File: config.mk
export PLATFORM = sky130hd
export DESIGN_NAME = id_stage_top
export DESIGN_NICKNAME = d
export VERILOG_FILES = /design/src/design/id_pkg.sv /design/src/design/id_lane_if.sv /design/src/design/rvc_expander.sv /design/src/design/instr_decoder.sv /design/src/design/issue_register.sv /design/src/design/id_stage_top.sv
export VERILOG_INCLUDE_DIRS = /design/src /design/src/include
export SDC_FILE = /design/constraint.sdc
export NUM_CORES = 1
export LEC_CHECK = 0
export BUFFER_PORTS_ARGS = -buffer_cell sky130_fd_sc_hd__buf_4
export CAP_MARGIN = 25
export CELL_PAD_IN_SITES_DETAIL_PLACEMENT = 1
export CELL_PAD_IN_SITES_GLOBAL_PLACEMENT = 2
export CORE_ASPECT_RATIO = 1.75
export CORE_UTILIZATION = 31
export CTS_CLUSTER_SIZE = 12
export DETAILED_ROUTE_END_ITERATION = 16
export PLACE_DENSITY_LB_ADDON = 0.2
export SETUP_SLACK_MARGIN = 0.15
export SKIP_CTS_REPAIR_TIMING = 1
export SYNTH_ARGS = -nofsm -noshare
export SYNTH_HDL_FRONTEND = slang
export SYNTH_SLANG_ARGS = --single-unit
File: constraint.sdc
create_clock -name clk_i -period 7.4 [get_ports clk_i]
set_input_delay 1.11 -clock clk_i [delete_from_list [all_inputs] [get_ports clk_i]]
set_output_delay 1.11 -clock clk_i [all_outputs]
set_load 0.05 [all_outputs]
File: src/include/id_macros.svh
// ----------------------------------------
// Decode stage parameters
// Lane count and datapath widths shared by
// the package, the RTL and the testbench
// ----------------------------------------

`ifndef ID_MACROS_SVH
`define ID_MACROS_SVH

// Decode lanes and issue slots
`define ID_NR_LANES 2

// PC and immediate width
`define ID_XLEN 32

// Register address width
`define ID_REG_ADDR_W 5

`endif

File: src/design/id_pkg.sv
// ----------------------------------------
// Decode stage package
// Vector types, operation classes and the
// base opcodes seen by the decode lanes
// ----------------------------------------

`include "id_macros.svh"

package id_pkg;

  // Datapath vectors
  typedef logic [31:0]                 instr_t;
  typedef logic [15:0]                 cinstr_t;
  typedef logic [`ID_XLEN-1:0]         pc_t;
  typedef logic [`ID_REG_ADDR_W-1:0]   reg_addr_t;
  typedef logic [`ID_XLEN-1:0]         imm_t;

  // Coarse class handed to issue
  typedef enum logic [2:0] {
    OP_NONE   = 3'd0,
    OP_ALU    = 3'd1,
    OP_LOAD   = 3'd2,
    OP_STORE  = 3'd3,
    OP_BRANCH = 3'd4,
    OP_JUMP   = 3'd5
  } op_class_e;

  // ----------------------------------------
  // RV32 base opcodes
  // ----------------------------------------
  localparam logic [6:0] OPC_OP     = 7'b0110011;
  localparam logic [6:0] OPC_OP_IMM = 7'b0010011;
  localparam logic [6:0] OPC_LUI    = 7'b0110111;
  localparam logic [6:0] OPC_AUIPC  = 7'b0010111;
  localparam logic [6:0] OPC_LOAD   = 7'b0000011;
  localparam logic [6:0] OPC_STORE  = 7'b0100011;
  localparam logic [6:0] OPC_BRANCH = 7'b1100011;
  localparam logic [6:0] OPC_JAL    = 7'b1101111;
  localparam logic [6:0] OPC_JALR   = 7'b1100111;

endpackage

File: src/design/id_lane_if.sv
// ----------------------------------------
// Decoded entry of one lane
// Carries the decoder result to the issue
// register; validity comes from fetch
// ----------------------------------------

interface id_lane_if;
  import id_pkg::*;

  op_class_e op;
  reg_addr_t rd;
  reg_addr_t rs1;
  reg_addr_t rs2;
  imm_t      imm;
  pc_t       pc;
  instr_t    orig_instr;
  logic      is_compressed;
  logic      illegal;

  // Decoder side
  modport lane (
    output op, rd, rs1, rs2, imm, pc, orig_instr, is_compressed, illegal
  );

  // Issue register side
  modport issue (
    input op, rd, rs1, rs2, imm, pc, orig_instr, is_compressed, illegal
  );

endinterface

File: src/design/rvc_expander.sv
// ----------------------------------------
// RVC expander
// Rewrites C.ADDI, C.LI, C.J, C.MV, C.ADD
// and C.JR into 32-bit words; any other
// compressed encoding is flagged illegal
// ----------------------------------------

module rvc_expander (
  input  id_pkg::instr_t instr_i,
  output id_pkg::instr_t instr_o,
  output logic           is_compressed_o,
  output logic           illegal_o
);
  import id_pkg::*;

  cinstr_t    cinstr;
  reg_addr_t  rd_rs1;
  reg_addr_t  rs2;
  logic [2:0] funct3;
  logic [1:0] quadrant;

  assign cinstr   = instr_i[15:0];
  assign rd_rs1   = cinstr[11:7];
  assign rs2      = cinstr[6:2];
  assign funct3   = cinstr[15:13];
  assign quadrant = cinstr[1:0];

  // Quadrant 3 is the 32-bit space
  assign is_compressed_o = (quadrant != 2'b11);

  always_comb begin
    instr_o   = instr_i;
    illegal_o = 1'b0;
    if (is_compressed_o) begin
      // Cleared by each supported form below
      illegal_o = 1'b1;
      case ({quadrant, funct3})
        // C.ADDI -> addi rd, rd, imm
        5'b01_000: begin
          instr_o   = {{6{cinstr[12]}}, cinstr[12], cinstr[6:2], rd_rs1, 3'b000, rd_rs1,
                       OPC_OP_IMM};
          illegal_o = 1'b0;
        end
        // C.LI -> addi rd, x0, imm
        5'b01_010: begin
          instr_o   = {{6{cinstr[12]}}, cinstr[12], cinstr[6:2], 5'd0, 3'b000, rd_rs1,
                       OPC_OP_IMM};
          illegal_o = 1'b0;
        end
        // C.J -> jal x0, offset
        5'b01_101: begin
          instr_o   = {cinstr[12], cinstr[8], cinstr[10:9], cinstr[6], cinstr[7], cinstr[2],
                       cinstr[11], cinstr[5:3], cinstr[12], {8{cinstr[12]}}, 5'd0, OPC_JAL};
          illegal_o = 1'b0;
        end
        // C.JR, C.MV and C.ADD share funct3 100
        5'b10_100: begin
          if (!cinstr[12]) begin
            if (rs2 == '0) begin
              // jalr x0, 0(rs1); rs1 = x0 is reserved
              if (rd_rs1 != '0) begin
                instr_o   = {12'd0, rd_rs1, 3'b000, 5'd0, OPC_JALR};
                illegal_o = 1'b0;
              end
            end else begin
              instr_o   = {7'd0, rs2, 5'd0, 3'b000, rd_rs1, OPC_OP};
              illegal_o = 1'b0;
            end
          end else if (rs2 != '0) begin
            instr_o   = {7'd0, rs2, rd_rs1, 3'b000, rd_rs1, OPC_OP};
            illegal_o = 1'b0;
          end
          // C.EBREAK and C.JALR stay illegal
        end
        default: begin
        end
      endcase
    end
  end

  // Only a compressed word can be refused here
  illegal_only_compressed: assert final (!illegal_o || is_compressed_o);

endmodule

File: src/design/instr_decoder.sv
// ----------------------------------------
// Decode lane
// Expands RVC, classifies the opcode and
// extracts registers and the immediate
// ----------------------------------------

module instr_decoder (
  input  id_pkg::instr_t instr_i,
  input  id_pkg::pc_t    pc_i,
  id_lane_if.lane        entry_o
);
  import id_pkg::*;

  instr_t     exp_instr;
  logic       is_compressed;
  logic       rvc_illegal;
  logic [6:0] opcode;
  op_class_e  op;
  logic       opc_illegal;
  imm_t       imm;

  rvc_expander i_rvc_expander (
    .instr_i         (instr_i),
    .instr_o         (exp_instr),
    .is_compressed_o (is_compressed),
    .illegal_o       (rvc_illegal)
  );

  assign opcode = exp_instr[6:0];

  // ----------------------------------------
  // Class and immediate format
  // ----------------------------------------
  always_comb begin
    op          = OP_NONE;
    opc_illegal = 1'b0;
    imm         = '0;
    case (opcode)
      OPC_OP: op = OP_ALU;
      OPC_OP_IMM: begin
        op  = OP_ALU;
        imm = imm_t'(signed'(exp_instr[31:20]));
      end
      OPC_LUI, OPC_AUIPC: begin
        op  = OP_ALU;
        imm = imm_t'(signed'({exp_instr[31:12], 12'd0}));
      end
      OPC_LOAD: begin
        op  = OP_LOAD;
        imm = imm_t'(signed'(exp_instr[31:20]));
      end
      OPC_STORE: begin
        op  = OP_STORE;
        imm = imm_t'(signed'({exp_instr[31:25], exp_instr[11:7]}));
      end
      OPC_BRANCH: begin
        op  = OP_BRANCH;
        imm = imm_t'(signed'({exp_instr[31], exp_instr[7], exp_instr[30:25],
                              exp_instr[11:8], 1'b0}));
      end
      OPC_JAL: begin
        op  = OP_JUMP;
        imm = imm_t'(signed'({exp_instr[31], exp_instr[19:12], exp_instr[20],
                              exp_instr[30:21], 1'b0}));
      end
      OPC_JALR: begin
        op  = OP_JUMP;
        imm = imm_t'(signed'(exp_instr[31:20]));
      end
      default: opc_illegal = 1'b1;
    endcase
  end

  // Register fields sit at fixed positions
  assign entry_o.op            = op;
  assign entry_o.rd            = exp_instr[11:7];
  assign entry_o.rs1           = exp_instr[19:15];
  assign entry_o.rs2           = exp_instr[24:20];
  assign entry_o.imm           = imm;
  assign entry_o.pc            = pc_i;
  assign entry_o.orig_instr    = is_compressed ? {16'd0, instr_i[15:0]} : instr_i;
  assign entry_o.is_compressed = is_compressed;
  assign entry_o.illegal       = rvc_illegal | opc_illegal;

  // A known fetch word always yields a known class through the expander
  op_known: assert final ($isunknown(instr_i) || !$isunknown(entry_o.op));

endmodule

File: src/design/issue_register.sv
// ----------------------------------------
// Issue register
// Two in-order slots between the decode
// lanes and issue; slot 0 is the oldest
// ----------------------------------------

`include "id_macros.svh"

module issue_register (
  input  logic                                   clk_i,
  input  logic                                   rst_ni,
  input  logic                                   flush_i,
  input  logic [`ID_NR_LANES-1:0]                fetch_valid_i,
  output logic [`ID_NR_LANES-1:0]                fetch_ready_o,
  id_lane_if.issue                               lane_i [`ID_NR_LANES],
  output logic [`ID_NR_LANES-1:0]                issue_valid_o,
  input  logic [`ID_NR_LANES-1:0]                issue_ready_i,
  output id_pkg::op_class_e [`ID_NR_LANES-1:0]   issue_op_o,
  output id_pkg::reg_addr_t [`ID_NR_LANES-1:0]   issue_rd_o,
  output id_pkg::reg_addr_t [`ID_NR_LANES-1:0]   issue_rs1_o,
  output id_pkg::reg_addr_t [`ID_NR_LANES-1:0]   issue_rs2_o,
  output id_pkg::imm_t      [`ID_NR_LANES-1:0]   issue_imm_o,
  output id_pkg::pc_t       [`ID_NR_LANES-1:0]   issue_pc_o,
  output id_pkg::instr_t    [`ID_NR_LANES-1:0]   issue_instr_o,
  output logic              [`ID_NR_LANES-1:0]   issue_compressed_o,
  output logic              [`ID_NR_LANES-1:0]   issue_illegal_o,
  output logic              [`ID_NR_LANES-1:0]   issue_ctrl_flow_o
);
  import id_pkg::*;

  typedef struct packed {
    op_class_e op;
    reg_addr_t rd;
    reg_addr_t rs1;
    reg_addr_t rs2;
    imm_t      imm;
    pc_t       pc;
    instr_t    instr;
    logic      compressed;
    logic      illegal;
  } slot_t;

  slot_t                   lane_entry [`ID_NR_LANES];
  slot_t                   slot_q     [`ID_NR_LANES];
  slot_t                   slot_n     [`ID_NR_LANES];
  logic [`ID_NR_LANES-1:0] valid_q;
  logic [`ID_NR_LANES-1:0] valid_n;

  for (genvar i = 0; i < `ID_NR_LANES; i++) begin : gen_slot
    assign lane_entry[i] = '{
      op:         lane_i[i].op,
      rd:         lane_i[i].rd,
      rs1:        lane_i[i].rs1,
      rs2:        lane_i[i].rs2,
      imm:        lane_i[i].imm,
      pc:         lane_i[i].pc,
      instr:      lane_i[i].orig_instr,
      compressed: lane_i[i].is_compressed,
      illegal:    lane_i[i].illegal
    };

    assign issue_op_o[i]         = slot_q[i].op;
    assign issue_rd_o[i]         = slot_q[i].rd;
    assign issue_rs1_o[i]        = slot_q[i].rs1;
    assign issue_rs2_o[i]        = slot_q[i].rs2;
    assign issue_imm_o[i]        = slot_q[i].imm;
    assign issue_pc_o[i]         = slot_q[i].pc;
    assign issue_instr_o[i]      = slot_q[i].instr;
    assign issue_compressed_o[i] = slot_q[i].compressed;
    assign issue_illegal_o[i]    = slot_q[i].illegal;
    assign issue_ctrl_flow_o[i]  = (slot_q[i].op == OP_BRANCH) || (slot_q[i].op == OP_JUMP);
  end

  assign issue_valid_o = valid_q;

  // ----------------------------------------
  // Next slot state
  // ----------------------------------------
  always_comb begin
    slot_n        = slot_q;
    valid_n       = valid_q & ~issue_ready_i;
    fetch_ready_o = '0;

    // Keep slot 0 the oldest
    if (!valid_n[0]) begin
      if (valid_n[1]) begin
        slot_n[0]  = slot_n[1];
        valid_n[0] = 1'b1;
        valid_n[1] = 1'b0;
      end else if (fetch_valid_i[0]) begin
        fetch_ready_o[0] = 1'b1;
        slot_n[0]        = lane_entry[0];
        valid_n[0]       = 1'b1;
      end
    end

    // Lane 1 follows lane 0, else lane 0 lands here
    if (!valid_n[1]) begin
      if (fetch_ready_o[0]) begin
        if (fetch_valid_i[1]) begin
          fetch_ready_o[1] = 1'b1;
          slot_n[1]        = lane_entry[1];
          valid_n[1]       = 1'b1;
        end
      end else if (fetch_valid_i[0]) begin
        fetch_ready_o[0] = 1'b1;
        slot_n[1]        = lane_entry[0];
        valid_n[1]       = 1'b1;
      end
    end

    if (flush_i) begin
      valid_n       = '0;
      fetch_ready_o = '0;
    end
  end

  always_ff @(posedge clk_i or negedge rst_ni) begin
    if (!rst_ni) begin
      valid_q <= '0;
    end else begin
      valid_q <= valid_n;
    end
  end

  always_ff @(posedge clk_i) begin
    slot_q <= slot_n;
  end

  // ----------------------------------------
  // Ordering checks
  // ----------------------------------------
  lane1_after_lane0: assert property (@(posedge clk_i) disable iff (!rst_ni)
    (fetch_valid_i[1] && fetch_ready_o[1]) |-> (fetch_valid_i[0] && fetch_ready_o[0]));

  slot1_needs_slot0: assert property (@(posedge clk_i) disable iff (!rst_ni)
    valid_q[1] |-> valid_q[0]);

  flush_empties: assert property (@(posedge clk_i) disable iff (!rst_ni)
    flush_i |=> (issue_valid_o == '0));

endmodule

File: src/design/id_stage_top.sv
// ----------------------------------------
// Decode stage top
// Fetch words go straight into one decode
// lane each; the issue register drains them
// ----------------------------------------

`include "id_macros.svh"

module id_stage_top (
  input  logic                                   clk_i,
  input  logic                                   rst_ni,
  input  logic                                   flush_i,
  input  logic              [`ID_NR_LANES-1:0]   fetch_valid_i,
  output logic              [`ID_NR_LANES-1:0]   fetch_ready_o,
  input  id_pkg::instr_t    [`ID_NR_LANES-1:0]   fetch_instr_i,
  input  id_pkg::pc_t       [`ID_NR_LANES-1:0]   fetch_pc_i,
  output logic              [`ID_NR_LANES-1:0]   issue_valid_o,
  input  logic              [`ID_NR_LANES-1:0]   issue_ready_i,
  output id_pkg::op_class_e [`ID_NR_LANES-1:0]   issue_op_o,
  output id_pkg::reg_addr_t [`ID_NR_LANES-1:0]   issue_rd_o,
  output id_pkg::reg_addr_t [`ID_NR_LANES-1:0]   issue_rs1_o,
  output id_pkg::reg_addr_t [`ID_NR_LANES-1:0]   issue_rs2_o,
  output id_pkg::imm_t      [`ID_NR_LANES-1:0]   issue_imm_o,
  output id_pkg::pc_t       [`ID_NR_LANES-1:0]   issue_pc_o,
  output id_pkg::instr_t    [`ID_NR_LANES-1:0]   issue_instr_o,
  output logic              [`ID_NR_LANES-1:0]   issue_compressed_o,
  output logic              [`ID_NR_LANES-1:0]   issue_illegal_o,
  output logic              [`ID_NR_LANES-1:0]   issue_ctrl_flow_o
);

  // One decoded entry per lane
  id_lane_if lane_if [`ID_NR_LANES] ();

  for (genvar i = 0; i < `ID_NR_LANES; i++) begin : gen_lane
    instr_decoder i_instr_decoder (
      .instr_i (fetch_instr_i[i]),
      .pc_i    (fetch_pc_i[i]),
      .entry_o (lane_if[i])
    );
  end

  issue_register i_issue_register (
    .clk_i              (clk_i),
    .rst_ni             (rst_ni),
    .flush_i            (flush_i),
    .fetch_valid_i      (fetch_valid_i),
    .fetch_ready_o      (fetch_ready_o),
    .lane_i             (lane_if),
    .issue_valid_o      (issue_valid_o),
    .issue_ready_i      (issue_ready_i),
    .issue_op_o         (issue_op_o),
    .issue_rd_o         (issue_rd_o),
    .issue_rs1_o        (issue_rs1_o),
    .issue_rs2_o        (issue_rs2_o),
    .issue_imm_o        (issue_imm_o),
    .issue_pc_o         (issue_pc_o),
    .issue_instr_o      (issue_instr_o),
    .issue_compressed_o (issue_compressed_o),
    .issue_illegal_o    (issue_illegal_o),
    .issue_ctrl_flow_o  (issue_ctrl_flow_o)
  );

endmodule

* Yosys cells after proc, flatten, opt, wreduce, memory -nomap -nowiden *
Index checks and enable logic that the tools add are counted.

word-level totals
  bits in registers = 234
  input port bits = 135
  word-level logic and storage cells = 131

operators by class
  equality and inequality tests = 33
  multiplexer cells = 49
  bitwise gates (word level) = 6
  reductions and logical operators = 24

operator list
  cell                                                                   number
  116-bit 2-to-1 mux                                                     4
  32-bit 2-to-1 mux                                                      12
  32-bit one-hot mux with 5 select lines                                 2
  32-bit one-hot mux with 4 select lines                                 2
  7-bit by 6-bit equality test with 1-bit output, second input constant  6
  7-bit equality test, second input constant                             6
  5-bit by 4-bit equality test with 1-bit output, second input constant  6
  3-bit one-hot mux with 5 select lines                                  2
  7-bit by 5-bit equality test with 1-bit output, second input constant  4
  1-bit 2-to-1 mux                                                       21
  5-bit nonzero test                                                     4
  9-bit OR reduction                                                     2
  7-bit by 2-bit equality test with 1-bit output, second input constant  2
  3-bit equality test, second input constant                             4
  3-bit OR reduction                                                     4
  5-bit equality test, second input constant                             2
  5-bit zero test                                                        2
  2-bit 2-to-1 mux                                                       4
  2-bit OR reduction                                                     4
  4-bit OR reduction                                                     2
  2-bit inequality test, second input constant                           3
  1-bit one-hot mux with 2 select lines                                  2
  2-bit nonzero test                                                     2
  3-bit AND reduction                                                    1
  6 further kinds                                                        9

* Logic depth before layout (Yosys ltp) *
Gate-level depths: netlist of the first run.

  depth after elaboration = 12
  depth in mapped cells = 12
  gate-level depth less buffers = 8

* By module *
From an unflattened synthesis of the first run, not the netlist that was laid out.

second synthesis, totals
  cell total of the unflattened synthesis = 1,278
  area, all modules = 13,589.3 um^2

modules (own cells, without submodules)
  module          times used  cells an instance  area an instance (um^2)
  issue_register  1           754                9,923.3
  instr_decoder   2           152                1,113.6
  rvc_expander    2           110                719.4

* Worst setup path after synthesis of the first run *
Ideal clock, no wire load.

  kind = input to register
  start point = input port issue_ready_i[1]
  end point = register i_issue_register.slot_q, in the netlist i_issue_register.issue_compressed_o[1], enable pin
  library setup time = 592 ps
  data arrival time = 6,788 ps
  data required time = 6,808 ps
  path slack = 20 ps
  cell stages on the path = 5
  buffers on the path = 2
  cell sequence = nor2b_1 -> clkbuf_1 -> clkbuf_1 -> nor3_1 -> nor2_1

between the ends
  word-level cells in the longest chain between the ends = 6
  elaborated cells between the ends (all ways) = 9
  those cells by class = eq/ne: 1; mux: 3; bitwise: 3; reduce/logical: 2

ends and longest elaborated chain
  element                                                                              RTL line               text
  start, declared                                                                      id_stage_top.sv:18     input logic [`ID_NR_LANES-1:0] issue_ready_i,
  2-bit inverter (*)                                                                   issue_register.sv:81   valid_n = valid_q & ~issue_ready_i;
  2-bit AND (*)                                                                        issue_register.sv:81
  1-bit 2-to-1 mux                                                                     issue_register.sv:86   if (valid_n[1]) begin
  1-bit 2-to-1 mux                                                                     issue_register.sv:85   if (!valid_n[0]) begin
  2-bit inequality test (no source line) / 2-bit nonzero test (equally long branches)  --
  3-bit AND reduction (no source line) (*)                                             --
  end signal, assigned                                                                 issue_register.sv:127  slot_q <= slot_n;
  end, declared                                                                        issue_register.sv:44   slot_t slot_q [`ID_NR_LANES];

Mark *: on every way between the ends. The rest lies on a longest branch, timed or not.
A chain may end at the register's enable or synchronous reset.

* Worst setup path after layout of the first run *
  start point = input port fetch_instr_i[39] (netlist name)
  end point = register i_issue_register.slot_q, in the netlist i_issue_register.issue_imm_o[49] (data pin)

between the ends
  word-level cells in the longest chain between the ends = 11
  elaborated cells between the ends (all ways) = 19
  those cells by class = eq/ne: 8; mux: 8; reduce/logical: 3

ends and longest elaborated chain
  element                                                                           RTL line               text
  start, declared                                                                   id_stage_top.sv:15     input id_pkg::instr_t [`ID_NR_LANES-1:0] fetch_instr_i,
  5-bit nonzero test (*)                                                            rvc_expander.sv:61     if (rd_rs1 != '0) begin
  32-bit 2-to-1 mux (*)                                                             rvc_expander.sv:61
  32-bit 2-to-1 mux (*)                                                             rvc_expander.sv:59     if (rs2 == '0) begin
  32-bit 2-to-1 mux (*)                                                             rvc_expander.sv:58     if (!cinstr[12]) begin
  32-bit one-hot mux with 4 select lines (*)                                        rvc_expander.sv:37     case ({quadrant, funct3})
  32-bit 2-to-1 mux (*)                                                             rvc_expander.sv:34     if (is_compressed_o) begin
  7-bit by 5-bit equality test with 1-bit output, or another cell as far along      instr_decoder.sv:38    case (opcode)
  3-bit OR reduction (no source line) / 2-bit OR reduction (equally long branches)  --
  32-bit one-hot mux with 5 select lines (*)                                        instr_decoder.sv:38
  116-bit 2-to-1 mux (*)                                                            issue_register.sv:100  if (fetch_valid_i[1]) begin
  116-bit 2-to-1 mux (*)                                                            issue_register.sv:99   if (fetch_ready_o[0]) begin

Mark *: on every way between the ends. The rest lies on a longest branch, timed or not. The select of a mux whose other input is x is not followed.

==> impl_results.html, run 1 <==
<table>
<tr><th>Metric</th><th>Value</th></tr>
<tr><th colspan="2">Logic synthesis</th></tr>
<tr><td>Area contributors post-synth</td><td>sky130_fd_sc_hd__edfxtp_1, sky130_fd_sc_hd__nand2_1, sky130_fd_sc_hd__o21ai_0, sky130_fd_sc_hd__a21oi_1, sky130_fd_sc_hd__nor2_1</td></tr>
<tr><td>Top cell type by total area after synthesis</td><td>sky130_fd_sc_hd__edfxtp_1</td></tr>
<tr><td>Number of standard cells after synthesis</td><td>1206</td></tr>
<tr><td>Cell with the most instances after synthesis</td><td>sky130_fd_sc_hd__nand2_1</td></tr>
<tr><td>Number of distinct library cells after synthesis</td><td>86</td></tr>
<tr><td>Post-synthesis sequential element count</td><td>234</td></tr>
<tr><td>Post-Synthesis Cell Area</td><td>12130 um2</td></tr>
<tr><td>Fraction of registers with async set or reset after synthesis</td><td>0.008547</td></tr>
<tr><td>Total nets after synthesis</td><td>1341</td></tr>
<tr><td>Warning count from the yosys run</td><td>0</td></tr>
<tr><td>Dominant synthesized flop cell</td><td>sky130_fd_sc_hd__edfxtp_1</td></tr>
<tr><td>Top cell type's share of synthesized area</td><td>0.5744</td></tr>
<tr><td>Synth cell count leaders</td><td>sky130_fd_sc_hd__nand2_1, sky130_fd_sc_hd__edfxtp_1, sky130_fd_sc_hd__o21ai_0</td></tr>
<tr><td>Average cell area after synthesis</td><td>10.06 um2</td></tr>
<tr><td>Sequential share of the synthesized area</td><td>0.5786</td></tr>
<tr><td>Number of enable flip-flop cells after synthesis</td><td>232</td></tr>
<tr><th colspan="2">Critical path</th></tr>
<tr><td>Slowest cell delay on critical path</td><td>0.93 ns</td></tr>
<tr><td>Slowest-stage cell, CP</td><td>sky130_fd_sc_hd__o31ai_4</td></tr>
<tr><td>Dominant cell type by count on the critical path</td><td>sky130_fd_sc_hd__nand2_1</td></tr>
<tr><td>Type of element capturing the critical path</td><td>flop</td></tr>
<tr><td>Kind of start point of the critical path</td><td>input pin</td></tr>
<tr><td>Max Fanout on Critical Path</td><td>22</td></tr>
<tr><td>Crit path DAT</td><td>4.49 ns</td></tr>
<tr><td>Data required time of the critical path</td><td>7.65 ns</td></tr>
<tr><td>Internal reg-to-reg setup slack</td><td>4.61 ns</td></tr>
<tr><td>Cell-by-cell listing of the critical path</td><td>buf_4 &gt; nor4_2 &gt; nand2_1 &gt; a211oi_4 &gt; nand2_1 &gt; nand2_1 &gt; nor2_1 &gt; o31ai_4 &gt; o22ai_1</td></tr>
<tr><td>Worst setup path class</td><td>in -&gt; reg</td></tr>
<tr><th colspan="2">Drt</th></tr>
<tr><td>Routed length per instance</td><td>26.54 um</td></tr>
<tr><td>Number of DRC markers in iteration 0</td><td>647</td></tr>
<tr><td>First drt pass iteration count</td><td>5</td></tr>
<tr><td>Total wire length after detailed routing</td><td>53980 um</td></tr>
<tr><td>Vias after detailed routing</td><td>11026</td></tr>
<tr><td>Post-DRT Antenna Nets</td><td>0</td></tr>
<tr><td>Mean number of vias per cell</td><td>5.421</td></tr>
<tr><td>DRC errors left</td><td>0</td></tr>
<tr><th colspan="2">Layout</th></tr>
<tr><td>Final-layout fill cell count</td><td>4395</td></tr>
<tr><td>Layout cell share with drive strength beyond 1</td><td>0.3105</td></tr>
<tr><td>Final layout net count</td><td>1675</td></tr>
<tr><td>ANT cells</td><td>0</td></tr>
<tr><td>Post-synthesis to final-layout area growth</td><td>32.98%</td></tr>
<tr><th colspan="2">Clock network</th></tr>
<tr><td>Insertion delay of the later-clocked pin in the worst-skew pair</td><td>0.56 ns</td></tr>
<tr><td>CTS H-Tree Depth</td><td>1</td></tr>
<tr><td>Clock tree from TritonCTS</td><td>yes</td></tr>
<tr><td>Number of buffers created by CTS</td><td>25</td></tr>
<tr><td>Clock input transition at the sequential cells of the worst setup and hold paths</td><td>0.06 ns</td></tr>
<tr><td>Clock sink count</td><td>234</td></tr>
<tr><td>CTS max path bufs</td><td>3</td></tr>
<tr><td>CTS root buf</td><td>sky130_fd_sc_hd__clkbuf_16</td></tr>
<tr><th colspan="2">Power and ir drop</th></tr>
<tr><td>Worst supply voltage drop on vdd</td><td>0.1708 mV</td></tr>
<tr><td>Power, Total</td><td>3.810 mW</td></tr>
<tr><td>Power density over the cells</td><td>236.2 nW/um2</td></tr>
<tr><td>Leakage power total</td><td>6.675 nW</td></tr>
<tr><th colspan="2">Floorplan</th></tr>
<tr><td>Row count</td><td>95</td></tr>
<tr><td>Die X</td><td>151.5 um</td></tr>
<tr><td>Number of primary I/O pins</td><td>373</td></tr>
<tr><td>Die Height</td><td>263.7 um</td></tr>
<tr><td>Starting density of the core</td><td>0.3149</td></tr>
<tr><td>Std-Cell Core Area</td><td>38510 um2</td></tr>
<tr><td>Area enclosed by the die boundary</td><td>39950 um2</td></tr>
<tr><th colspan="2">STA</th></tr>
<tr><td>Final hold vios</td><td>0</td></tr>
<tr><td>Final setup skew</td><td>0.01934 ns</td></tr>
<tr><td>Slew at the pin closest to its max-slew limit</td><td>1.289 ns</td></tr>
<tr><td>Max-slew violations</td><td>0</td></tr>
<tr><td>Final-report setup violation count</td><td>0</td></tr>
<tr><td>Slew HR</td><td>0.1409</td></tr>
<tr><td>Min Tclk post-route</td><td>4.237 ns</td></tr>
<tr><td>F_max</td><td>0.2360 GHz</td></tr>
<tr><td>RSZ-0062 raised after global routing</td><td>no</td></tr>
<tr><td>Share of the cycle needed by the critical path after routing</td><td>0.5725</td></tr>
<tr><td>Total negative slack</td><td>0 ns</td></tr>
<tr><th colspan="2">GRT</th></tr>
<tr><td>Aggregate global routing overflow</td><td>0</td></tr>
<tr><td>Antenna violations before repair</td><td>0</td></tr>
<tr><td>GR Util All Layers</td><td>0.2688</td></tr>
<tr><td>Largest net degree at the start of global routing</td><td>117</td></tr>
<tr><td>Wire length of the first global-routing pass</td><td>77210 um</td></tr>
<tr><td>Via count of the first global-routing pass</td><td>11458</td></tr>
<tr><th colspan="2">Job</th></tr>
<tr><td>Number of max-cap violations</td><td>0</td></tr>
<tr><th colspan="2">Place</th></tr>
<tr><td>Count of buffers from port buffering</td><td>372</td></tr>
<tr><td>Post-detail-place hpwl</td><td>41200 um</td></tr>
<tr><td>Final GP Congestion</td><td>0.9164</td></tr>
<tr><th colspan="2">Run status</th></tr>
<tr><td>Result of the run</td><td>finished, final reports clean</td></tr>
<tr><th colspan="2">Hold path</th></tr>
<tr><td>Worst min-delay path class</td><td>in -&gt; async</td></tr>
</table>
## worst paths after layout
kind,start,end,depth (start not counted)
max,fetch_instr_i[39],i_issue_register.issue_imm_o[49]$_DFFE_PP_,9
min,rst_ni,i_issue_register.issue_valid_o[0]$_DFF_PN0_,1
max reg2reg,i_issue_register.issue_valid_o[0]$_DFF_PN0_,i_issue_register.issue_imm_o[41]$_DFFE_PP_,6
min reg2reg,i_issue_register.issue_instr_o[44]$_DFFE_PP_,i_issue_register.issue_instr_o[12]$_DFFE_PP_,2
max in group asynchronous,rst_ni,i_issue_register.issue_valid_o[1]$_DFF_PN0_,1
min in group clk_i,i_issue_register.issue_instr_o[44]$_DFFE_PP_,i_issue_register.issue_instr_o[12]$_DFFE_PP_,2
## metal layers
layer,GRT usage,up-vias,part of all wire
met2,0.5230,406,0.56
met3,0.03092,93,0.051
met1,0.2803,5473,0.35
li1,-,5054,-
met5,0,-,0
met4,0.1148,0,0.045
## kinds of logic (layout without fill, tap and decap cells)
| logic type | after synthesis | count (layout) | synth area share |
|---|---|---|---|
| AOI/OAI and AO/OA | 303 | 303 | 0.1688 |
| xor gates and xnor gates | 1 | 1 | 0.0007223 |
| buffers and inverters | 94 | 437 | 0.03239 |
| DFF | 234 | 234 | 0.5786 |
| muxes | 21 | 21 | 0.01960 |
| and+or+nand+nor | 553 | 553 | 0.1999 |
## power by group
group	leakage, nW	internal (mW)	switching [mW]
clock network	0.364	0.684	0.543
registers	2.31	1.59	0.0471
logic	4.00	0.263	0.688
total	6.67	2.53	1.28
## layout make-up
type	instances	area (um2)	area share
flip-flops and latches	234	7017	0.4351
multi-input cells	878	4761	0.2952
repair buffers	388	2950	0.1829
clock buffers	28	636.9	0.03949
inverters	13	48.80	0.003026
clock inverters	8	107.6	0.006672
well taps	485	606.8	0.03763
## worst max-delay path: cells and delay by family
kind	cells	cell delay, ns
compound gates	3	1.94
buf+inv	1	0.15
simple gates	5	1.27
## layout by cell type (no fill, tap or decap), drive strengths merged, types with 5 or more instances in the layout
cell type  synthesis  final
nor2b              9      9
o2bb2ai           15     15
a31oi             14     14
a211oi            10     10
nor3              18     18
edfxtp           232    232
o21ai             90     90
nor2              67     67
nand2            377    377
nand4              6      6
and2              11     11
buf               22    388
nor4               6      6
a21oi             72     72
a221o              7      7
mux2              19     19
a22o               5      5
nand3             25     25
a21o              10     10
o22ai             10     10
a221oi            15     15
inv               13     15
clkbuf            59     28
o31ai              9      9
nand2b             8      8
## sequential cells by signal, indices dropped and copies added, names as in the netlist
name / flops
i_issue_register.issue_compressed_o: 2
i_issue_register.issue_illegal_o: 2
i_issue_register.issue_imm_o: 64
i_issue_register.issue_instr_o: 64
i_issue_register.issue_op_o: 6
i_issue_register.issue_pc_o: 64
i_issue_register.issue_rd_o: 10
i_issue_register.issue_rs1_o: 10
i_issue_register.issue_rs2_o: 10
i_issue_register.issue_valid_o: 2
## per-stage QoR
| stage | hold WS, ns | setup slack, ns | instance area (um2) | utilization | std cells |
|---|---|---|---|---|---|
| 2_1_floorplan | 0.8144 | 1.972 | 12130 | - | 1206 |
| 3_3_place_gp | 0.5202 | 2.680 | 15340 | 0.3984 | 1996 |
| 3_5_place_dp | 0.5306 | 2.619 | 15360 | 0.3989 | 1997 |
| 4_1_cts | 0.2944 | 3.173 | 16110 | 0.4183 | 2033 |
| 5_1_grt | 0.3024 | 2.894 | 16130 | 0.4188 | 2034 |
| 6_report | 0.3213 | 3.163 | 16130 | 0.4188 | 2034 |
Note: power is estimated with default switching activity, not from simulation.
==> run 2, diff against run 1 <==
--- a/config.mk
+++ b/config.mk
@@ -6,12 +6,13 @@
 export SDC_FILE = /design/constraint.sdc
 export NUM_CORES = 1
 export LEC_CHECK = 0
+export ABC_AREA = 1
 export BUFFER_PORTS_ARGS = -buffer_cell sky130_fd_sc_hd__buf_4
 export CAP_MARGIN = 25
 export CELL_PAD_IN_SITES_DETAIL_PLACEMENT = 1
 export CELL_PAD_IN_SITES_GLOBAL_PLACEMENT = 2
 export CORE_ASPECT_RATIO = 1.75
-export CORE_UTILIZATION = 31
+export CORE_UTILIZATION = 30
 export CTS_CLUSTER_SIZE = 12
 export DETAILED_ROUTE_END_ITERATION = 16
 export PLACE_DENSITY_LB_ADDON = 0.2
==> constraint.sdc (replaced) <==
create_clock -name clk_i -period 4.2 [get_ports clk_i]
set_input_delay 0.63 -clock clk_i [delete_from_list [all_inputs] [get_ports clk_i]]
set_output_delay 0.63 -clock clk_i [all_outputs]
set_load 0.05 [all_outputs]
==> run 2 against run 1 <==
  * Sequential cell count is the same
  * Critical endpoint is now fetch_ready_o[0]
  * Setup slack lost 1.8 ns
  * Count of clock-buffer cells in the layout grew 1
  * Largest cell class unchanged
  * Total power grew 77%
  * Sequential share of layout area shrank 0.63 points
  * Die area grew 4.3%
  * Register-to-register slack lost 2.9 ns
  * Non-clock buffer count grew 2
  * Critical path depth shrank 2
  * Synthesized cell count grew 18%
  * Sequential power grew 79%
  * Global-route usage shrank 2.1 points
==> impl_results.html, run 2 <==
<table>
<tr><th>Metric</th><th>Value</th></tr>
<tr><th colspan="2">Layout</th></tr>
<tr><td>Post-Layout Inst Area</td><td>16370 um2</td></tr>
<tr><td>Fin util</td><td>0.4074</td></tr>
<tr><td>Layout cell share with drive strength beyond 1</td><td>0.2664</td></tr>
<tr><td>Most frequent standard cell in the layout excluding fill and tap cells</td><td>sky130_fd_sc_hd__nand2_1</td></tr>
<tr><td>Final layout net count</td><td>1920</td></tr>
<tr><td>Number of non-filler instances in the completed layout</td><td>2342</td></tr>
<tr><td>ANT cells</td><td>0</td></tr>
<tr><td>Post-synthesis to final-layout area growth</td><td>33.66%</td></tr>
<tr><td>Top library cells by usage in the layout, fill and taps aside</td><td>sky130_fd_sc_hd__nand2_1, sky130_fd_sc_hd__buf_4, sky130_fd_sc_hd__edfxtp_1, sky130_fd_sc_hd__inv_1, sky130_fd_sc_hd__o21ai_0</td></tr>
<tr><th colspan="2">Power and ir drop</th></tr>
<tr><td>Power density over the cells</td><td>411.8 nW/um2</td></tr>
<tr><td>Power spent charging and discharging nets</td><td>2.324 mW</td></tr>
<tr><td>Power share of the combinational group</td><td>0.259</td></tr>
<tr><td>Worst supply voltage drop on vdd</td><td>0.2071 mV</td></tr>
<tr><td>Sw Ratio</td><td>0.3448</td></tr>
<tr><td>Leakage power total</td><td>7.654 nW</td></tr>
<tr><td>Sequential group share of total power</td><td>0.433</td></tr>
<tr><td>Power, Total</td><td>6.739 mW</td></tr>
<tr><td>Power share of the clock group</td><td>0.308</td></tr>
<tr><td>Design internal power</td><td>4.415 mW</td></tr>
<tr><th colspan="2">Floorplan</th></tr>
<tr><td>Std-Cell Core Area</td><td>40170 um2</td></tr>
<tr><td>Area enclosed by the die boundary</td><td>41660 um2</td></tr>
<tr><td>Die Height</td><td>269.3 um</td></tr>
<tr><td>Starting density of the core</td><td>0.3048</td></tr>
<tr><td>Number of primary I/O pins</td><td>373</td></tr>
<tr><td>Die X</td><td>154.7 um</td></tr>
<tr><td>Row count</td><td>97</td></tr>
<tr><th colspan="2">Critical path</th></tr>
<tr><td>Slowest-stage cell, CP</td><td>sky130_fd_sc_hd__buf_4</td></tr>
<tr><td>Crit path DAT</td><td>2.21 ns</td></tr>
<tr><td>Type of element capturing the critical path</td><td>output port</td></tr>
<tr><td>Slowest cell delay on critical path</td><td>0.57 ns</td></tr>
<tr><td>Max Fanout on Critical Path</td><td>64</td></tr>
<tr><td>Data required time of the critical path</td><td>3.57 ns</td></tr>
<tr><td>Kind of start point of the critical path</td><td>flop</td></tr>
<tr><td>Internal reg-to-reg setup slack</td><td>1.76 ns</td></tr>
<tr><td>Cell-by-cell listing of the critical path</td><td>inv_1 &gt; nor2_4 &gt; buf_4 &gt; nand2_1 &gt; nand2_1 &gt; nor2_1 &gt; buf_4</td></tr>
<tr><td>Worst setup path class</td><td>reg -&gt; out</td></tr>
<tr><th colspan="2">STA</th></tr>
<tr><td>Final hold vios</td><td>0</td></tr>
<tr><td>Final Worst Setup Slack</td><td>1.365 ns</td></tr>
<tr><td>F_max</td><td>0.3527 GHz</td></tr>
<tr><td>Max-slew violations</td><td>0</td></tr>
<tr><td>Slew HR</td><td>0.3621</td></tr>
<tr><td>Slew at the pin closest to its max-slew limit</td><td>0.9568 ns</td></tr>
<tr><td>Hold Worst Slack</td><td>0.2802 ns</td></tr>
<tr><td>Final-report setup violation count</td><td>0</td></tr>
<tr><td>Min Tclk post-route</td><td>2.835 ns</td></tr>
<tr><td>Total negative slack</td><td>0 ns</td></tr>
<tr><td>RSZ-0062 raised after global routing</td><td>no</td></tr>
<tr><td>Share of the cycle needed by the critical path after routing</td><td>0.6751</td></tr>
<tr><td>Final setup skew</td><td>0.01733 ns</td></tr>
<tr><th colspan="2">Drt</th></tr>
<tr><td>First drt pass iteration count</td><td>4</td></tr>
<tr><td>Vias after detailed routing</td><td>11278</td></tr>
<tr><td>Post-DRT Antenna Nets</td><td>0</td></tr>
<tr><td>Routed length per instance</td><td>22.09 um</td></tr>
<tr><td>Number of DRC markers in iteration 0</td><td>582</td></tr>
<tr><td>Total wire length after detailed routing</td><td>51740 um</td></tr>
<tr><td>Mean number of vias per cell</td><td>4.816</td></tr>
<tr><td>DRC errors left</td><td>0</td></tr>
<tr><th colspan="2">Place</th></tr>
<tr><td>Post-detail-place hpwl</td><td>39200 um</td></tr>
<tr><td>Dpl cell area</td><td>15640 um2</td></tr>
<tr><td>Worst-case setup slack after placement</td><td>0.8099 ns</td></tr>
<tr><td>Count of buffers from port buffering</td><td>372</td></tr>
<tr><td>Total placed cells including tap cells</td><td>2301</td></tr>
<tr><td>Final GP Congestion</td><td>0.8874</td></tr>
<tr><th colspan="2">Clock network</th></tr>
<tr><td>CTS H-Tree Depth</td><td>1</td></tr>
<tr><td>Clock input transition at the sequential cells of the worst setup and hold paths</td><td>0.06 ns</td></tr>
<tr><td>CTS root buf</td><td>sky130_fd_sc_hd__clkbuf_16</td></tr>
<tr><td>Number of buffers created by CTS</td><td>25</td></tr>
<tr><td>Clock tree from TritonCTS</td><td>yes</td></tr>
<tr><td>Clock sink count</td><td>234</td></tr>
<tr><td>Insertion delay of the later-clocked pin in the worst-skew pair</td><td>0.54 ns</td></tr>
<tr><td>CTS max path bufs</td><td>3</td></tr>
<tr><th colspan="2">GRT</th></tr>
<tr><td>Antenna violations before repair</td><td>0</td></tr>
<tr><td>GR Util All Layers</td><td>0.2477</td></tr>
<tr><td>Largest net degree at the start of global routing</td><td>117</td></tr>
<tr><td>Via count of the first global-routing pass</td><td>11950</td></tr>
<tr><td>Wire length of the first global-routing pass</td><td>76110 um</td></tr>
<tr><td>Aggregate global routing overflow</td><td>0</td></tr>
<tr><th colspan="2">Logic synthesis</th></tr>
<tr><td>Number of enable flip-flop cells after synthesis</td><td>232</td></tr>
<tr><td>Total nets after synthesis</td><td>1563</td></tr>
<tr><td>Dominant synthesized flop cell</td><td>sky130_fd_sc_hd__edfxtp_1</td></tr>
<tr><td>Post-Synthesis Cell Area</td><td>12240 um2</td></tr>
<tr><td>Cell with the most instances after synthesis</td><td>sky130_fd_sc_hd__nand2_1</td></tr>
<tr><td>Top cell type's share of synthesized area</td><td>0.5690</td></tr>
<tr><td>Top cell type by total area after synthesis</td><td>sky130_fd_sc_hd__edfxtp_1</td></tr>
<tr><td>Warning count from the yosys run</td><td>0</td></tr>
<tr><td>Post-synthesis sequential element count</td><td>234</td></tr>
<tr><td>Number of distinct library cells after synthesis</td><td>45</td></tr>
<tr><td>Average cell area after synthesis</td><td>8.574 um2</td></tr>
<tr><td>Synth cell count leaders</td><td>sky130_fd_sc_hd__nand2_1, sky130_fd_sc_hd__edfxtp_1, sky130_fd_sc_hd__inv_1</td></tr>
<tr><td>Number of standard cells after synthesis</td><td>1428</td></tr>
<tr><td>Area contributors post-synth</td><td>sky130_fd_sc_hd__edfxtp_1, sky130_fd_sc_hd__nand2_1, sky130_fd_sc_hd__o21ai_0, sky130_fd_sc_hd__inv_1, sky130_fd_sc_hd__nor2_1</td></tr>
<tr><td>Fraction of registers with async set or reset after synthesis</td><td>0.008547</td></tr>
<tr><td>Sequential share of the synthesized area</td><td>0.5731</td></tr>
<tr><th colspan="2">Job</th></tr>
<tr><td>Number of max-cap violations</td><td>0</td></tr>
<tr><th colspan="2">Run status</th></tr>
<tr><td>Result of the run</td><td>finished, final reports clean</td></tr>
<tr><th colspan="2">Hold path</th></tr>
<tr><td>Worst min-delay path class</td><td>in -&gt; reg</td></tr>
</table>
[run 2: cell types whose count changed in the layout (fill, tap and decap cells not counted), moves of 10 or more]
cell,delta
sky130_fd_sc_hd__a221oi_1,-15
sky130_fd_sc_hd__a21o_1,-10
sky130_fd_sc_hd__nand2_1,+299
sky130_fd_sc_hd__a31oi_1,-10
sky130_fd_sc_hd__nor3_1,-16
sky130_fd_sc_hd__a21oi_1,-51
sky130_fd_sc_hd__inv_1,+84
sky130_fd_sc_hd__o2bb2ai_1,-15
sky130_fd_sc_hd__nand2_2,+17
sky130_fd_sc_hd__mux2_2,-17
sky130_fd_sc_hd__nand3_1,+22
[run 2: cells by family (layout without fill, tap and decap cells)]
logic type             Yosys count  after routing  synth area share
and+or+nand+nor                841            841            0.2791
buffers and inverters          170            540           0.05569
AOI/OAI and AO/OA              182            182           0.09136
DFF                            234            234            0.5731
muxes                            1              1         0.0008175
[run 2: power by group through the flow]
| stage | sequential (mW) | clock, mW | combinational (mW) |
|---|---|---|---|
| 2_1_floorplan | 3.61 | 0 | 0.416 |
| 3_3_place_gp | 2.96 | 0 | 1.76 |
| 3_5_place_dp | 2.97 | 0 | 1.77 |
| 4_1_cts | 2.92 | 2.13 | 1.77 |
| 5_1_grt | 2.93 | 2.20 | 1.84 |
| 6_report | 2.92 | 2.08 | 1.75 |
[run 2: path summary, 6_finish.rpt]
path	from	endpoint	depth (start not counted)
worst max-delay path	i_issue_register.issue_valid_o[1]$_DFF_PN0_	fetch_ready_o[0]	7
worst min-delay path	flush_i	i_issue_register.issue_valid_o[1]$_DFF_PN0_	2
worst max register to register	i_issue_register.issue_valid_o[0]$_DFF_PN0_	i_issue_register.issue_rs2_o[7]$_DFFE_PP_	7
worst min register to register	i_issue_register.issue_instr_o[61]$_DFFE_PP_	i_issue_register.issue_instr_o[29]$_DFFE_PP_	2
max in group asynchronous	rst_ni	i_issue_register.issue_valid_o[0]$_DFF_PN0_	2
min in group asynchronous	rst_ni	i_issue_register.issue_valid_o[1]$_DFF_PN0_	2
[run 2: cell type report]
type,instances,area (um2)
clock buffers,29,640.6
clock inverters,11,77.57
fillers,4774,23810
inverters,110,414.1
multi-input cells,1024,4581
flip-flops and latches,234,7017
well taps,544,680.7
repair buffers,390,2955
[run 2: worst max-delay path: cells and delay by family (launching register included)]
kind                   cells  cell delay (ns)
flip-flops                 1             0.34
AND/OR/NAND/NOR            4             0.51
buffers and inverters      3             0.82
[run 2: metal layers]
metal	vias to the layer above	global-route usage	share of wire
met4	0	0.1428	0.061
met5	-	0	0
met3	89	0.03295	0.042
met2	352	0.4752	0.54
met1	5399	0.2514	0.35
li1	5438	-	-
==> run 3, diff against run 2 <==
==> constraint.sdc (replaced) <==
create_clock -name clk_i -period 3 [get_ports clk_i]
set_input_delay 0.45 -clock clk_i [delete_from_list [all_inputs] [get_ports clk_i]]
set_output_delay 0.45 -clock clk_i [all_outputs]
set_load 0.05 [all_outputs]
==> run 3 against run 2 <==
  * Sequential cell count is the same
  * Die area did not move
  * Final cell count grew 1.6%
  * Final area up 2.4%
  * Clock power is 39% higher
  * Count of clock-buffer cells in the layout increased by 1
  * Global-route usage down 0.24 points
  * Sequential share of layout area decreased by 0.98 points
  * Clock skew rose by 0.0037 ns
  * Hold slack worse by 0.21 ns
  * Non-clock buffer count rose by 38
  * Critical path type unchanged
==> impl_results.html, run 3 (same netlist as run 2, synthesis figures left out) <==
<table>
<tr><th>Metric</th><th>Value</th></tr>
<tr><th colspan="2">Layout</th></tr>
<tr><td>Post-synthesis to final-layout area growth</td><td>36.83%</td></tr>
<tr><td>Final layout net count</td><td>1958</td></tr>
<tr><td>Layout cell share with drive strength beyond 1</td><td>0.2849</td></tr>
<tr><td>ANT cells</td><td>0</td></tr>
<tr><td>Top library cells by usage in the layout, fill and taps aside</td><td>sky130_fd_sc_hd__nand2_1, sky130_fd_sc_hd__buf_4, sky130_fd_sc_hd__edfxtp_1, sky130_fd_sc_hd__inv_1, sky130_fd_sc_hd__o21ai_0</td></tr>
<tr><td>Most frequent standard cell in the layout excluding fill and tap cells</td><td>sky130_fd_sc_hd__nand2_1</td></tr>
<tr><th colspan="2">Run status</th></tr>
<tr><td>Result of the run</td><td>finished, final reports clean</td></tr>
<tr><th colspan="2">Critical path</th></tr>
<tr><td>Critical register-to-register path startpoint</td><td>i_issue_register.issue_valid_o[1]$_DFF_PN0_</td></tr>
<tr><td>CP bufs+invs</td><td>4</td></tr>
<tr><td>Cell-by-cell listing of the critical path</td><td>inv_2 &gt; nor2_4 &gt; nor3_4 &gt; clkinv_2 &gt; buf_4 &gt; nor3_2 &gt; buf_4</td></tr>
<tr><td>Kind of start point of the critical path</td><td>flop</td></tr>
<tr><td>Slowest-stage cell, CP</td><td>sky130_fd_sc_hd__dfrtp_2</td></tr>
<tr><td>Family of cells with the greatest summed delay on the critical path</td><td>buffers and inverters</td></tr>
<tr><td>Crit path DAT</td><td>2.24 ns</td></tr>
<tr><td>Max Fanout on Critical Path</td><td>34</td></tr>
<tr><td>Worst setup path class</td><td>reg -&gt; out</td></tr>
<tr><td>Setup crit start</td><td>i_issue_register.issue_valid_o[1]$_DFF_PN0_</td></tr>
<tr><td>Data required time of the critical path</td><td>2.55 ns</td></tr>
<tr><td>Type of element capturing the critical path</td><td>output port</td></tr>
<tr><td>Slowest cell delay on critical path</td><td>0.42 ns</td></tr>
<tr><td>Dominant cell type by count on the critical path</td><td>sky130_fd_sc_hd__buf_4</td></tr>
<tr><th colspan="2">STA</th></tr>
<tr><td>Final hold vios</td><td>0</td></tr>
<tr><td>Share of the cycle needed by the critical path after routing</td><td>0.8957</td></tr>
<tr><td>Slew at the pin closest to its max-slew limit</td><td>0.7771 ns</td></tr>
<tr><td>Min Tclk post-route</td><td>2.687 ns</td></tr>
<tr><td>Max-slew violations</td><td>0</td></tr>
<tr><td>Hold Worst Slack</td><td>0.07487 ns</td></tr>
<tr><td>Final setup skew</td><td>0.02106 ns</td></tr>
<tr><td>Total negative slack</td><td>0 ns</td></tr>
<tr><td>Final Worst Setup Slack</td><td>0.3130 ns</td></tr>
<tr><td>Slew HR</td><td>0.4775</td></tr>
<tr><td>F_max</td><td>0.3722 GHz</td></tr>
<tr><td>RSZ-0062 raised after global routing</td><td>no</td></tr>
<tr><td>Final-report setup violation count</td><td>0</td></tr>
<tr><th colspan="2">Clock network</th></tr>
<tr><td>Clock tree from TritonCTS</td><td>yes</td></tr>
<tr><td>CTS root buf</td><td>sky130_fd_sc_hd__clkbuf_16</td></tr>
<tr><td>Number of buffers created by CTS</td><td>25</td></tr>
<tr><td>Clock sink count</td><td>234</td></tr>
<tr><td>Insertion delay of the later-clocked pin in the worst-skew pair</td><td>0.55 ns</td></tr>
<tr><td>CTS max path bufs</td><td>3</td></tr>
<tr><td>Clock input transition at the sequential cells of the worst setup and hold paths</td><td>0.07 ns</td></tr>
<tr><td>CTS H-Tree Depth</td><td>1</td></tr>
<tr><th colspan="2">Drt</th></tr>
<tr><td>Post-DRT Antenna Nets</td><td>0</td></tr>
<tr><td>Number of DRC markers in iteration 0</td><td>552</td></tr>
<tr><td>Vias after detailed routing</td><td>11498</td></tr>
<tr><td>DRC errors left</td><td>0</td></tr>
<tr><td>Routed length per instance</td><td>21.61 um</td></tr>
<tr><td>Mean number of vias per cell</td><td>4.831</td></tr>
<tr><td>Total wire length after detailed routing</td><td>51430 um</td></tr>
<tr><td>First drt pass iteration count</td><td>5</td></tr>
<tr><th colspan="2">Floorplan</th></tr>
<tr><td>Starting density of the core</td><td>0.3048</td></tr>
<tr><td>Area enclosed by the die boundary</td><td>41660 um2</td></tr>
<tr><td>Die Height</td><td>269.3 um</td></tr>
<tr><td>Row count</td><td>97</td></tr>
<tr><td>Number of primary I/O pins</td><td>373</td></tr>
<tr><td>Die X</td><td>154.7 um</td></tr>
<tr><td>Std-Cell Core Area</td><td>40170 um2</td></tr>
<tr><th colspan="2">GRT</th></tr>
<tr><td>Via count of the first global-routing pass</td><td>12287</td></tr>
<tr><td>Aggregate global routing overflow</td><td>0</td></tr>
<tr><td>Largest net degree at the start of global routing</td><td>96</td></tr>
<tr><td>GR Util All Layers</td><td>0.2453</td></tr>
<tr><td>Wire length of the first global-routing pass</td><td>75700 um</td></tr>
<tr><td>Antenna violations before repair</td><td>0</td></tr>
<tr><th colspan="2">Place</th></tr>
<tr><td>Final GP Congestion</td><td>0.8878</td></tr>
<tr><td>Post-detail-place hpwl</td><td>39340 um</td></tr>
<tr><td>Worst-case setup slack after placement</td><td>0.1519 ns</td></tr>
<tr><td>Count of buffers from port buffering</td><td>372</td></tr>
<tr><th colspan="2">Hold path</th></tr>
<tr><td>Worst min-delay path class</td><td>in -&gt; reg</td></tr>
<tr><td>Worst Hold Launch</td><td>flush_i</td></tr>
<tr><th colspan="2">Job</th></tr>
<tr><td>Number of max-cap violations</td><td>0</td></tr>
<tr><th colspan="2">Power and ir drop</th></tr>
<tr><td>Power density over the cells</td><td>566.0 nW/um2</td></tr>
<tr><td>Worst supply voltage drop on vdd</td><td>0.2874 mV</td></tr>
<tr><td>Leakage power total</td><td>7.882 nW</td></tr>
</table>
==> run 3: changes by cell type in the layout (fill, tap and decap cells not counted), moves of 2 or more <==
| cell | previous run | this run |
|---|---|---|
| sky130_fd_sc_hd__inv_2 | 9 | 11 |
| sky130_fd_sc_hd__dfrtp_2 | 0 | 2 |
| sky130_fd_sc_hd__buf_4 | 387 | 418 |
| sky130_fd_sc_hd__buf_12 | 2 | 9 |
| sky130_fd_sc_hd__dfrtp_1 | 2 | 0 |
| sky130_fd_sc_hd__inv_1 | 97 | 95 |
| sky130_fd_sc_hd__clkinv_2 | 2 | 4 |
==> run 3: worst paths after layout <==
| check | endpoint | slack (ns) | cells after the start |
|---|---|---|---|
| setup / recovery | fetch_ready_o[1] | 0.31 | 7 |
| hold / removal | i_issue_register.issue_valid_o[1]$_DFF_PN0_ | 0.07 | 2 |
| setup reg to reg | i_issue_register.issue_rs1_o[5]$_DFFE_PP_ | 0.89 | 6 |
| hold reg to reg | i_issue_register.issue_imm_o[1]$_DFFE_PP_ | 0.54 | 2 |
| max in group asynchronous | i_issue_register.issue_valid_o[0]$_DFF_PN0_ | 2.67 | 2 |
| min in group asynchronous | i_issue_register.issue_valid_o[1]$_DFF_PN0_ | 0.23 | 2 |
==> run 3: metrics by stage <==
step / utilization / power (mW) / instance area (um2) / cells
3_3_place_gp: 0.3991 / 6.660 / 16030 / 2339
3_5_place_dp: 0.3991 / 6.680 / 16030 / 2339
2_1_floorplan: - / 5.652 / 12320 / 1428
6_report: 0.4170 / 9.482 / 16750 / 2380
5_1_grt: 0.4170 / 9.810 / 16750 / 2380
4_1_cts: 0.4168 / 9.596 / 16740 / 2379
==> run 3: cell type report <==
| type | instances | area, um2 |
|---|---|---|
| inverters | 110 | 414.1 |
| multi-input cells | 1024 | 4599 |
| fillers | 4786 | 23420 |
| clock buffers | 30 | 644.4 |
| repair buffers | 428 | 3328 |
| flip-flops and latches | 234 | 7019 |
| well taps | 544 | 680.7 |
| clock inverters | 10 | 67.56 |
==> run 3: routing by layer <==
metal | wire (um) | track usage | part of all wire
met5 | 0 | 0 | 0
met3 | 2545 | 0.03697 | 0.049
met4 | 3621 | 0.1595 | 0.070
met1 | 17480 | 0.2376 | 0.34
met2 | 27790 | 0.4723 | 0.54
==> run 3: report_power, final <==
group | switching (mW) | total (mW) | internal, mW | leakage, nW
Combinational | 1.82 | 2.50 | 0.682 | 5.23
Clock | 1.31 | 2.90 | 1.59 | 0.349
Sequential | 0.129 | 4.08 | 3.95 | 2.31
